==> src/rtl/fim_pkg.sv <==
`default_nettype none

package fim_pkg;

  // --------------------------------------------------
  // Widths
  // --------------------------------------------------
  localparam int DATA_W  = 32;
  localparam int ADDR_W  = 16;
  localparam int NUM_CSR = 4;   // Addr 0 is ID, 1..3 scratch

  // Value returned by the ID register
  localparam logic [DATA_W-1:0] FIM_ID = 32'h0F1A_5E11;

  // --------------------------------------------------
  // Command and response encodings
  // --------------------------------------------------
  typedef enum logic [2:0] {
    OP_CSR_RD = 3'd0,
    OP_CSR_WR = 3'd1,
    OP_MEM_RD = 3'd2,
    OP_MEM_WR = 3'd3   // 3'd4 to 3'd7 are illegal
  } cmd_op_e;

  typedef enum logic [1:0] {
    ST_OK       = 2'd0,
    ST_BAD_OP   = 2'd1,
    ST_BAD_ADDR = 2'd2
  } rsp_status_e;

  // Decoded destination of a command
  typedef enum logic {
    TGT_CSR = 1'b0,
    TGT_MEM = 1'b1
  } target_e;

endpackage

`default_nettype wire

==> src/rtl/host_cmd_decode.sv <==
`timescale 1ns/10ps
`default_nettype none

module host_cmd_decode #(
  parameter int mem_aw = 8
) (
  input  wire                                sys_refclk,
  input  wire                                reset,
  // Host command port
  input  wire                                cmd_req,
  input  wire fim_pkg::cmd_op_e              cmd_op,
  input  wire [fim_pkg::ADDR_W-1:0]          cmd_addr,
  input  wire [fim_pkg::DATA_W-1:0]          cmd_wdata,
  output logic                               cmd_ack,
  // Decoded command towards execute
  output logic                               dec_valid,
  output fim_pkg::target_e                   dec_target,
  output logic                               dec_write,
  output logic [fim_pkg::ADDR_W-1:0]         dec_addr,
  output logic [fim_pkg::DATA_W-1:0]         dec_wdata,
  output fim_pkg::rsp_status_e               dec_status,
  input  wire                                dec_take
);

  import fim_pkg::*;

  target_e     op_target;
  logic        op_write;
  logic        op_legal;
  logic        addr_bad;
  rsp_status_e op_status;
  logic        capture;

  // --------------------------------------------------
  // Opcode and address classification
  // --------------------------------------------------
  always_comb begin
    op_target = TGT_CSR;
    op_write  = 1'b0;
    op_legal  = 1'b1;
    case (cmd_op)
      OP_CSR_RD: op_target = TGT_CSR;
      OP_CSR_WR: op_write  = 1'b1;
      OP_MEM_RD: op_target = TGT_MEM;
      OP_MEM_WR: begin
        op_target = TGT_MEM;
        op_write  = 1'b1;
      end
      default:   op_legal  = 1'b0;
    endcase
  end

  // Memory range is limited to the implemented address bits
  assign addr_bad = (op_target == TGT_CSR) ? (cmd_addr >= ADDR_W'(NUM_CSR))
                                           : ((cmd_addr >> mem_aw) != '0);

  always_comb begin
    if (!op_legal) begin
      op_status = ST_BAD_OP;
    end else if (addr_bad) begin
      op_status = ST_BAD_ADDR;
    end else begin
      op_status = ST_OK;
    end
  end

  // New command only when register empty and previous handshake closed
  assign capture = cmd_req && !cmd_ack && !dec_valid;

  // --------------------------------------------------
  // Handshake and command register
  // --------------------------------------------------
  always_ff @(posedge sys_refclk) begin
    if (reset) begin
      cmd_ack   <= 1'b0;
      dec_valid <= 1'b0;
    end else begin
      if (capture) begin
        cmd_ack   <= 1'b1;
        dec_valid <= 1'b1;
      end else begin
        if (cmd_ack && !cmd_req) cmd_ack <= 1'b0;  // Phase 4
        if (dec_take) dec_valid <= 1'b0;
      end
    end
  end

  always_ff @(posedge sys_refclk) begin
    if (capture) begin
      dec_target <= op_target;
      dec_write  <= op_write;
      dec_addr   <= cmd_addr;
      dec_wdata  <= cmd_wdata;
      dec_status <= op_status;
    end
  end

  // Host keeps req and fields steady until the ack comes back
  a_req_held : assert property (@(posedge sys_refclk) disable iff (reset)
    cmd_req && !cmd_ack |=> cmd_req && $stable(cmd_op) && $stable(cmd_addr)
                            && $stable(cmd_wdata));

endmodule

`default_nettype wire

==> src/rtl/csr_mem_execute.sv <==
`timescale 1ns/10ps
`default_nettype none

module csr_mem_execute #(
  parameter int mem_aw = 8
) (
  input  wire                                sys_refclk,
  input  wire                                reset,
  // Decoded command
  input  wire                                dec_valid,
  input  wire fim_pkg::target_e              dec_target,
  input  wire                                dec_write,
  input  wire [fim_pkg::ADDR_W-1:0]          dec_addr,
  input  wire [fim_pkg::DATA_W-1:0]          dec_wdata,
  input  wire fim_pkg::rsp_status_e          dec_status,
  output logic                               dec_take,
  // Result towards the response stage
  output logic                               ex_valid,
  output logic [fim_pkg::DATA_W-1:0]         ex_rdata,
  output fim_pkg::rsp_status_e               ex_status,
  input  wire                                res_full,
  // Memory port
  output logic                               mem_req,
  output logic                               mem_we,
  output logic [mem_aw-1:0]                  mem_addr,
  output logic [fim_pkg::DATA_W-1:0]         mem_wdata,
  input  wire                                mem_ack,
  input  wire [fim_pkg::DATA_W-1:0]          mem_rdata
);

  import fim_pkg::*;

  localparam int CSR_AW = $clog2(NUM_CSR);

  typedef enum logic [1:0] {
    EX_IDLE,
    EX_MEM_REQ,    // req high, waiting for ack
    EX_MEM_ACK,    // req low, waiting for ack to drop
    EX_RESULT
  } ex_state_e;

  ex_state_e         state;
  logic [DATA_W-1:0] scratch [1:NUM_CSR-1];
  logic [CSR_AW-1:0] csr_idx;
  logic [DATA_W-1:0] csr_rdata;
  logic              cmd_ok;
  logic              mem_start;
  logic              csr_wr_en;
  logic              csr_rd;

  assign dec_take  = (state == EX_IDLE) && dec_valid;
  assign cmd_ok    = (dec_status == ST_OK);
  assign mem_start = dec_take && cmd_ok && (dec_target == TGT_MEM);
  assign csr_idx   = dec_addr[CSR_AW-1:0];
  assign csr_wr_en = dec_take && cmd_ok && (dec_target == TGT_CSR) && dec_write;
  assign csr_rd    = cmd_ok && (dec_target == TGT_CSR) && !dec_write;

  assign ex_valid  = (state == EX_RESULT) && !res_full;

  // --------------------------------------------------
  // Register read mux
  // --------------------------------------------------
  always_comb begin
    csr_rdata = FIM_ID;
    for (int i = 1; i < NUM_CSR; i++) begin
      if (csr_idx == CSR_AW'(i)) csr_rdata = scratch[i];
    end
  end

  // --------------------------------------------------
  // Sequencer and scratch registers
  // --------------------------------------------------
  always_ff @(posedge sys_refclk) begin
    if (reset) begin
      state   <= EX_IDLE;
      mem_req <= 1'b0;
      for (int i = 1; i < NUM_CSR; i++) begin
        scratch[i] <= '0;
      end
    end else begin
      // Write to the ID address falls through untouched
      for (int i = 1; i < NUM_CSR; i++) begin
        if (csr_wr_en && csr_idx == CSR_AW'(i)) scratch[i] <= dec_wdata;
      end
      case (state)
        EX_IDLE: begin
          if (mem_start) begin
            mem_req <= 1'b1;
            state   <= EX_MEM_REQ;
          end else if (dec_take) begin
            state   <= EX_RESULT;   // CSR or error, one cycle
          end
        end
        EX_MEM_REQ: begin
          if (mem_ack) begin
            mem_req <= 1'b0;
            state   <= EX_MEM_ACK;
          end
        end
        EX_MEM_ACK: if (!mem_ack) state <= EX_RESULT;
        EX_RESULT:  if (!res_full) state <= EX_IDLE;
        default:    state <= EX_IDLE;
      endcase
    end
  end

  // Payload of the command in progress
  always_ff @(posedge sys_refclk) begin
    if (mem_start) begin
      mem_we    <= dec_write;
      mem_addr  <= dec_addr[mem_aw-1:0];
      mem_wdata <= dec_wdata;
    end
    if (dec_take) begin
      ex_status <= dec_status;
      ex_rdata  <= csr_rd ? csr_rdata : '0;   // Writes and errors return zero
    end else if (state == EX_MEM_REQ && mem_ack && !mem_we) begin
      ex_rdata  <= mem_rdata;
    end
  end

  a_mem_stable : assert property (@(posedge sys_refclk) disable iff (reset)
    mem_req && $past(mem_req) |-> $stable(mem_addr) && $stable(mem_we));

endmodule

`default_nettype wire

==> src/rtl/host_rsp_result.sv <==
`timescale 1ns/10ps
`default_nettype none

module host_rsp_result (
  input  wire                                sys_refclk,
  input  wire                                reset,
  // Result from execute
  input  wire                                ex_valid,
  input  wire [fim_pkg::DATA_W-1:0]          ex_rdata,
  input  wire fim_pkg::rsp_status_e          ex_status,
  output logic                               res_full,
  // Host response port
  output logic                               rsp_req,
  output logic [fim_pkg::DATA_W-1:0]         rsp_rdata,
  output fim_pkg::rsp_status_e               rsp_status,
  input  wire                                rsp_ack
);

  import fim_pkg::*;

  typedef enum logic [1:0] {
    RS_EMPTY,
    RS_LOADED,
    RS_REQ,
    RS_DROP     // Waiting for ack to return low
  } rs_state_e;

  rs_state_e state;

  assign res_full = (state != RS_EMPTY);

  // --------------------------------------------------
  // Response handshake
  // --------------------------------------------------
  always_ff @(posedge sys_refclk) begin
    if (reset) begin
      state   <= RS_EMPTY;
      rsp_req <= 1'b0;
    end else begin
      case (state)
        RS_EMPTY:  if (ex_valid) state <= RS_LOADED;
        RS_LOADED: begin
          rsp_req <= 1'b1;
          state   <= RS_REQ;
        end
        RS_REQ: begin
          if (rsp_ack) begin
            rsp_req <= 1'b0;
            state   <= RS_DROP;
          end
        end
        RS_DROP:   if (!rsp_ack) state <= RS_EMPTY;
        default:   state <= RS_EMPTY;
      endcase
    end
  end

  always_ff @(posedge sys_refclk) begin
    if (state == RS_EMPTY && ex_valid) begin
      rsp_rdata  <= ex_rdata;
      rsp_status <= ex_status;
    end
  end

  a_rsp_stable : assert property (@(posedge sys_refclk) disable iff (reset)
    rsp_req && $past(rsp_req) |-> $stable(rsp_rdata) && $stable(rsp_status));

endmodule

`default_nettype wire

==> src/rtl/fim_top.sv <==
`timescale 1ns/10ps
`default_nettype none

module fim_top #(
  parameter int mem_aw = 8
) (
  input  wire                                sys_refclk,
  input  wire                                reset,
  // Host command port
  input  wire                                cmd_req,
  input  wire fim_pkg::cmd_op_e              cmd_op,
  input  wire [fim_pkg::ADDR_W-1:0]          cmd_addr,
  input  wire [fim_pkg::DATA_W-1:0]          cmd_wdata,
  output logic                               cmd_ack,
  // Host response port
  output logic                               rsp_req,
  output logic [fim_pkg::DATA_W-1:0]         rsp_rdata,
  output fim_pkg::rsp_status_e               rsp_status,
  input  wire                                rsp_ack,
  // Memory port
  output logic                               mem_req,
  output logic                               mem_we,
  output logic [mem_aw-1:0]                  mem_addr,
  output logic [fim_pkg::DATA_W-1:0]         mem_wdata,
  input  wire                                mem_ack,
  input  wire [fim_pkg::DATA_W-1:0]          mem_rdata
);

  import fim_pkg::*;

  // --------------------------------------------------
  // Stage to stage signals
  // --------------------------------------------------
  logic              dec_valid;
  target_e           dec_target;
  logic              dec_write;
  logic [ADDR_W-1:0] dec_addr;
  logic [DATA_W-1:0] dec_wdata;
  rsp_status_e       dec_status;
  logic              dec_take;

  logic              ex_valid;
  logic [DATA_W-1:0] ex_rdata;
  rsp_status_e       ex_status;
  logic              res_full;

  host_cmd_decode #(.mem_aw(mem_aw)) u_decode (
    .sys_refclk, .reset,
    .cmd_req, .cmd_op, .cmd_addr, .cmd_wdata, .cmd_ack,
    .dec_valid, .dec_target, .dec_write, .dec_addr, .dec_wdata, .dec_status,
    .dec_take
  );

  csr_mem_execute #(.mem_aw(mem_aw)) u_execute (
    .sys_refclk, .reset,
    .dec_valid, .dec_target, .dec_write, .dec_addr, .dec_wdata, .dec_status,
    .dec_take,
    .ex_valid, .ex_rdata, .ex_status, .res_full,
    .mem_req, .mem_we, .mem_addr, .mem_wdata, .mem_ack, .mem_rdata
  );

  host_rsp_result u_result (
    .sys_refclk, .reset,
    .ex_valid, .ex_rdata, .ex_status, .res_full,
    .rsp_req, .rsp_rdata, .rsp_status, .rsp_ack
  );

endmodule

`default_nettype wire

==> config.mk <==
export PLATFORM = sky130hd
export DESIGN_NAME = fim_top
export DESIGN_NICKNAME = d
export VERILOG_FILES = /design/src/rtl/fim_pkg.sv /design/src/rtl/host_cmd_decode.sv /design/src/rtl/csr_mem_execute.sv /design/src/rtl/host_rsp_result.sv /design/src/rtl/fim_top.sv
export SDC_FILE = /design/constraint.sdc
export NUM_CORES = 1
export LEC_CHECK = 0
export BUFFER_PORTS_ARGS = -buffer_cell sky130_fd_sc_hd__buf_2
export CAP_MARGIN = 20
export CORE_UTILIZATION = 48
export CTS_BUF_LIST = sky130_fd_sc_hd__clkbuf_4
export DETAILED_ROUTE_END_ITERATION = 16
export GPL_TIMING_DRIVEN = 0
export PLACE_DENSITY_LB_ADDON = 0.1
export SYNTH_ARGS = -nofsm -noshare
export SYNTH_HDL_FRONTEND = slang
export SYNTH_SLANG_ARGS = --single-unit
==> constraint.sdc <==
create_clock -name sys_refclk -period 5.4 [get_ports sys_refclk]
set_input_delay 0 -clock sys_refclk [delete_from_list [all_inputs] [get_ports sys_refclk]]
set_output_delay 0 -clock sys_refclk [all_outputs]
set_load 0.03 [all_outputs]
==> results.cfg, run 1 <==
[run_status]
status = finished clean

[setup_path]
arrival_ps = 2890
crit_required_ps = 5670
crit_path_start_kind = flip-flop
worst-setup-path-type = flip-flop to flip-flop
path_max_fanout = 32
worstSetupEndpointType = flip-flop

[power]
max-vdd-ir-drop_v = 0.000192
power_mw = 4.68
powerDensity_nw_per_um2 = 367
p_leak_nw = 4.88

[logic_synthesis]
synth_top_area_share_pct = 76.6
synth-edff-count = 249
yosysUniqueCellTypes = 38
yosysWarnings = 0
postSynthAreaPerCell_um2 = 15.8
synthTopCellsByCount = edfxtp_1 (249), nor2_1 (100), nand2b_1 (52), nand2_1 (36), o21ai_0 (19)
async_reset_ff_share_pct = 0
yosysSeqAreaShare_pct = 78.2
synth_cells = 616
yosysTopAreaCell = edfxtp_1
synth-main-ff-cell = edfxtp_1
ys_seq_elements = 257
synth_area_leaders = edfxtp_1 (77%), nor2_1 (3.8%), nand2b_1 (3.3%)
netlist_area_um2 = 9760
synth.net_count = 714
synth_most_common_cell = edfxtp_1

[sta]
skew_ps = 16.6
setup_violations = 0
period_minus_slack_ps = 2620
fmax_mhz = 382
grt_setup_unrepaired = false
drv_slew = 0
max-slew-margin-rel_pct = 38.7
finalSetupTns_ps = 0
hold_viol = 0
finalCritPeriodShare_pct = 48.5
tightest_slew_ps = 920

[placed_design]
placed_area_um2 = 11000
portBuffers = 165
dp_cells = 1051
gp_congestion = 0.757
hpwlAfterDp_um = 13800

[global_route]
grt_max_degree = 35
grt_util_all_layers_pct = 21.2
antenna_found_initial = 1
grt_pass1_vias = 6326
grt_overflow_total = 0
grt_pass1_wl_um = 32100

[min_path]
hold_path.class = primary input to flip-flop

[cts]
cts.reportedPaths.clkPinSlew_ps = 60
numCtsBuffers = 67
cts-resized-gates = 0
cts_sinks = 257
holdBufCountCts = 85
cts_root_buf = clkbuf_4
clock_path_buffers = 3
cts_max_level = 3
post-cts-setup-buffers = 0
cts_tree = done
clock_latency_ps = 660

[routing]
first_pass_iters = 5
drt-total-wl_um = 21300
ant_nets = 0
wl_per_cell_um = 17.0
drt_iter0_markers = 259
routed_via_density = 4.93
drcViolationCount = 0
via_count = 6182

[floorplanning]
die_x_um = 145
die_area_um2 = 20900
die_y_um = 145
ioPinCount = 166
coreArea_um2 = 19700
rows = 51
initial_core_util_pct = 49.5

[cells_and_area]
layout-drive-gt1-share_pct = 31.7
syn_to_final_growth_pct = 30.4
multi_input_area_um2 = 2000
n_fill_cell = 1536
seq_area_um2 = 7640
fin_nets = 1038
final_area_um2 = 12700
final_cells = 1253

[run]
drv_cap = 0
==> cells by family (layout without fill, tap and decap cells) <==
group,count (synthesis),in the layout,synth area share [%]
adder cells (fa/ha/maj),10,10,1.28
flip-flops,257,257,78.2
AO/OA/AOI/OAI,67,67,4.99
multiplexers,35,35,3.82
AND/OR/NAND/NOR,209,209,10.1
buffers and inverters,38,409,1.60
other,0,1,0
==> final timing paths <==
path	start	endpoint	slack, ps	depth (start not counted)
hold / removal	cmd_addr[0]	u_decode.dec_addr[0]	50	2
hold reg to reg	u_execute.ex_rdata[2]	u_result.rsp_rdata[2]	410	0
setup / recovery	u_decode.dec_addr[0]	u_execute.scratch[0][83]	2780	5
setup reg to reg	u_decode.dec_addr[0]	u_execute.scratch[0][83]	2780	5
==> power breakdown <==
part / switching [mW] / internal (mW) / total, mW
Sequential: 0.0566 / 2.38 / 2.44
Combinational: 0.344 / 0.217 / 0.561
Clock: 0.745 / 0.933 / 1.68
Total: 1.15 / 3.53 / 4.68
==> registers in the layout, summed over array words and instances (netlist names) <==
signal / flops
u_decode.cmd_ack: 1
u_decode.dec_addr: 8
u_decode.dec_status: 2
u_decode.dec_target: 1
u_decode.dec_valid: 1
u_decode.dec_wdata: 32
u_decode.dec_write: 1
u_execute.ex_rdata: 32
u_execute.ex_status: 2
u_execute.mem_addr: 8
u_execute.mem_req: 1
u_execute.mem_wdata: 32
u_execute.mem_we: 1
u_execute.scratch: 96
u_execute.state: 2
u_result.rsp_rdata: 32
u_result.rsp_req: 1
u_result.rsp_status: 2
u_result.state: 2
==> layout by cell type, fill, tap and decap left out, drive strengths merged, types with 2 or more instances in the layout <==
cell	count
a21o	2
a21oi	4
a22oi	18
a31oi	2
a32o	14
and2	2
buf	183
bufinv	2
clkbuf	116
clkinv	11
dfxtp	8
dlygate4sd3	85
edfxtp	249
ha	10
inv	12
mux2	18
mux2i	17
nand2	36
nand2b	52
nand3	2
nand4b	2
nor2	100
nor2b	3
nor3b	4
nor4	3
o21ai	19
o21bai	2
==> critical path, cell delays in order (launching register included) <==
cell	delay (ps)
edfxtp_1	430
buf_2	200
and2b_1	310
buf_2	290
nand3_1	260
nand2b_2	730
==> per-layer routing <==
| metal | routed length (um) | vias to the layer above | GRT usage [%] |
|---|---|---|---|
| li1 | - | 2970 | - |
| met3 | 1440 | 26 | 6.13 |
| met4 | 273 | 0 | 7.48 |
| met5 | 0 | - | 0 |
| met1 | 9640 | 2943 | 28.1 |
| met2 | 9980 | 243 | 33.3 |
==> final cells by class <==
cell class / instances / area share, %
clock inverter: 17 / 0.924
buffer: 30 / 0.992
clock buffer: 99 / 5.84
inverter: 8 / 0.236
tap: 265 / 2.60
antenna: 1 / 0.0197
multi-input combinational: 321 / 15.7
timing repair buffer: 255 / 13.7
sequential: 257 / 60.0
==> per-stage QoR <==
step                hold slack (ps)  utilization [%]  worst slack [ps]
global placement                176             55.4             -81.1
CTS                            3.55             64.6              2770
floorplan                      98.9                -              1110
finish                         45.3             64.6              2780
detailed placement              178             55.9              2800
global route                  0.565             64.6              2610
Power figures use the tool's default switching activity.
==> inputs of run 2 (changes only) <==
- clock period: 5.4 -> 2.1 ns (I/O delays scaled with it)
==> results.cfg, run 2 (synthesis results as in run 1) <==
[cts]
cts_sinks = 257
cts.reportedPaths.clkPinSlew_ps = 70
clock_latency_ps = 640
clock_path_buffers = 3
cts_root_buf = clkbuf_4
cts_tree = done
cts_max_level = 3
numCtsBuffers = 67

[routing]
wl_per_cell_um = 17.3
ant_nets = 0
via_count = 6240
drt_iter0_markers = 373
first_pass_iters = 5
drcViolationCount = 0
routed_via_density = 4.97
drt-total-wl_um = 21700

[setup_path]
crit_required_ps = 2440
crit_top_cell = buf_4
arrival_ps = 2340
worst-setup-path-type = flip-flop to flip-flop
crit_path_start_kind = flip-flop
worstSetupEndpointType = flip-flop
slowest_delay_ps = 420
crit_chain = buf_2 > and2b_1 > buf_4 > nand3_2 > nand2b_4 > buf_4
crit_slowest_cell = edfxtp_1
regToRegStartpoint = u_decode.dec_addr[0]
path_max_fanout = 10
crit_start = u_decode.dec_addr[0]
r2r_setup_slack_ps = 90

[cells_and_area]
final_cells = 1255
fin_nets = 1052
multi_input_area_um2 = 2080
layout_commonest_cell = edfxtp_1
regMostFlops = u_execute.scratch
layout-drive-gt1-share_pct = 34.0
final_area_um2 = 12900
n_fill_cell = 1468
seq_area_um2 = 7640
final_cell_mix = edfxtp_1 (249), buf_2 (175), clkbuf_4 (100), nor2_1 (100), dlygate4sd3_1 (83)
syn_to_final_growth_pct = 32.2
largest_reg_flops = 96
final_util_pct = 65.5

[floorplanning]
die_area_um2 = 20900
ioPinCount = 166
coreArea_um2 = 19700
initial_core_util_pct = 49.5
rows = 51
die_y_um = 145
die_x_um = 145

[power]
switching_share_pct = 24.7
p_leak_nw = 4.98
internal_power_mw = 8.84
p_clk_share_pct = 33.8
p_sw_mw = 2.90
combPwrFrac_pct = 12.9
max-vdd-ir-drop_v = 0.000527
seqPwrFrac_pct = 53.4
power_mw = 11.7
powerDensity_nw_per_um2 = 909

[placed_design]
placed_area_um2 = 11000
gp_congestion = 0.754
hpwlAfterDp_um = 13800
portBuffers = 165
dp_slack_ps = -485
dp_cells = 1049

[run]
drv_cap = 0

[global_route]
grt_pass1_vias = 6349
grt_overflow_total = 0
grt_util_all_layers_pct = 21.5
antenna_found_initial = 1
grt_pass1_wl_um = 32800
grt_max_degree = 42

[sta]
skew_ps = 30.3
finalSetupTns_ps = 0
hold_viol = 0
setup_violations = 0
timing.final.ws_setup_ps = 93.4
hold_ws_ps = 79.2
fmax_mhz = 498
max-slew-margin-rel_pct = 41.4
grt_setup_unrepaired = true
period_minus_slack_ps = 2010
tightest_slew_ps = 878
finalCritPeriodShare_pct = 95.6
drv_slew = 0

[run_status]
status = finished clean

[min_path]
hp-start = cmd_wdata[21]
hold_path.class = primary input to flip-flop
## run 2: worst paths after layout
| check | endpoint | cells after the start |
|---|---|---|
| min | u_decode.dec_wdata[21] | 2 |
| max | u_execute.scratch[0][95] | 6 |
| min reg2reg | u_execute.mem_addr[3] | 0 |
| max reg2reg | u_execute.scratch[0][95] | 6 |
## run 2: area by class of cell
cell class	count	area share, %
inverter	8	0.233
tap	265	2.57
antenna	1	0.0194
timing repair buffer	267	14.9
sequential	257	59.2
clock buffer	99	5.76
buffer	29	1.06
multi-input combinational	324	16.1
clock inverter	5	0.155
## run 2: power by group through the flow
stage | logic, mW | clock network [mW] | registers, mW
4_1_cts | 1.49 | 4.06 | 6.27
3_5_place_dp | 1.32 | 0 | 6.37
3_3_place_gp | 1.21 | 0 | 6.36
2_1_floorplan | 0.666 | 0 | 6.51
5_1_grt | 1.66 | 4.34 | 6.30
6_report | 1.51 | 3.96 | 6.26
## run 2: metal layers
layer	track usage [%]	wire, um
met3	6.06	1830
met4	8.42	346
met1	27.6	9330
met5	0	0
met2	34.6	10200
## run 2: repair_timing
action,CTS,global route
endpoints found under the setup margin,229,224
gates resized for setup,18,5
gates cloned,3,0
pin swaps,1,2
setup buffers,11,5
hold buffers,83,0
endpoints found under the hold margin,113,0
## run 2: critical path, delay by kind of cell, from the launching register on
kind	cells	cell delay, ps
simple gates	3	700
flops	1	420
buf+inv	3	590
==> inputs of run 3 (changes only) <==
- CORE_ASPECT_RATIO: unset -> 0.6
==> results.cfg, run 3 (synthesis results as in run 1) <==
[floorplanning]
coreArea_um2 = 19500
die_y_um = 112
die_x_um = 186
ioPinCount = 166
rows = 39
die_area_um2 = 20900
initial_core_util_pct = 50.1

[cts]
clock_path_buffers = 3
clock_latency_ps = 660
cts.reportedPaths.clkPinSlew_ps = 70
cts_tree = done
numCtsBuffers = 57
cts_sinks = 257
cts_root_buf = clkbuf_4
cts_max_level = 2

[setup_path]
worstSetupEndpointType = flip-flop
crit_path_start_kind = flip-flop
crit_required_ps = 2490
arrival_ps = 2430
timing.rr.end = u_execute.ex_rdata[25]
r2r_setup_slack_ps = 60
regToRegStartpoint = u_decode.dec_addr[0]
worst-setup-path-type = flip-flop to flip-flop
rr_worst_depth = 5
path_max_fanout = 10

[sta]
grt_setup_unrepaired = false
hold_viol = 0
max-slew-margin-rel_pct = 48.4
tightest_slew_ps = 773
fmax_mhz = 491
hold_ws_ps = 57.8
drv_slew = 0
finalCritPeriodShare_pct = 97.1
setup_violations = 0
timing.final.ws_setup_ps = 61.4
skew_ps = 27.2
period_minus_slack_ps = 2040
finalSetupTns_ps = 0

[cells_and_area]
fin_nets = 1036
final_cell_mix = edfxtp_1 (249), buf_2 (173), nor2_1 (100)
diodes = 0
syn_to_final_growth_pct = 31.2
layout_commonest_cell = edfxtp_1
final_util_pct = 65.8
layout-drive-gt1-share_pct = 33.7
final_cells = 1240
regMostFlops = u_execute.scratch
final_area_um2 = 12800
n_fill_cell = 1357
largest_reg_flops = 96

[global_route]
grt_max_degree = 42
grt_pass1_wl_um = 34900
grt_overflow_total = 0
grt_pass1_vias = 6295
grt_util_all_layers_pct = 22.7
antenna_found_initial = 1

[routing]
drt-total-wl_um = 23200
drt_iter0_markers = 546
drcViolationCount = 0
ant_nets = 0
via_count = 6419
wl_per_cell_um = 18.7
routed_via_density = 5.18
first_pass_iters = 5

[placed_design]
hpwlAfterDp_um = 14500
dp_slack_ps = -587
dp_cells = 1051
gp_congestion = 0.812
placed_area_um2 = 11000
portBuffers = 165

[run]
drv_cap = 0

[power]
switching_share_pct = 25.4
power_mw = 11.5
max-vdd-ir-drop_v = 0.000368
p_clk_share_pct = 32.2
p_leak_nw = 4.90
p_sw_mw = 2.91
seqPwrFrac_pct = 54.6
internal_power_mw = 8.56
powerDensity_nw_per_um2 = 896
combPwrFrac_pct = 13.3

[run_status]
status = finished clean

[min_path]
hold_path.class = primary input to flip-flop
hold_depth = 2
worstHoldEndpoint = u_decode.dec_wdata[18]
hp-start = cmd_wdata[18]
==> run 3: worst max path at each step <==
stage                           start                       end  slack [ps]  cells past startpoint
2_1_floorplan        u_decode.cmd_ack      u_decode.dec_addr[0]           7                      1
3_3_place_gp     u_decode.dec_addr[0]  u_execute.scratch[0][88]        -560                      5
3_5_place_dp     u_decode.dec_addr[0]  u_execute.scratch[0][88]        -590                      5
4_1_cts            u_execute.state[0]  u_execute.scratch[0][39]          -7                      7
5_1_grt        u_decode.dec_status[0]   u_execute.mem_wdata[22]           3                      2
6_report         u_decode.dec_addr[0]    u_execute.ex_rdata[25]          60                      5
==> run 3: layout make-up <==
class	count	area (um^2)	area share, %
flip-flops and latches	257	7640	59.6
multi-input cells	324	2140	16.7
repair buffers	260	1840	14.4
clock buffers	87	653	5.10
well taps	266	333	2.60
plain buffers	30	146	1.14
clock inverters	8	32.5	0.254
inverters	8	30.0	0.234
==> run 3: critical path, cell delays in order (launching register included) <==
cell      delay [ps]
edfxtp_1         400
buf_2            200
and2b_1          340
clkbuf_4         290
or2b_1           250
a32o_1           300
==> run 3: repair_timing <==
item,4_1_cts,5_1_grt
endpoints found under the hold margin,123,0
hold buffers,84,0
gates resized for setup,22,19
buffers inserted,7,0
cloned,3,0
pin swaps,2,2
setup endpoints to repair,253,218
==> run 3: power by group through the flow <==
stage	combinational, mW	clock (mW)	sequential (mW)
after floorplan	0.666	0	6.51
after global placement	1.23	0	6.36
after detailed placement	1.32	0	6.37
after CTS	1.49	3.75	6.26
after global routing	1.65	4.03	6.30
final	1.52	3.69	6.26
==> run 3: routing by layer <==
layer,track usage (%),wire length (um),vias to the layer above
met5,0,0,-
met4,6.83,348,0
met3,6.13,2290,40
met2,31.8,9650,344
met1,34.6,10900,3081
li1,-,-,2954
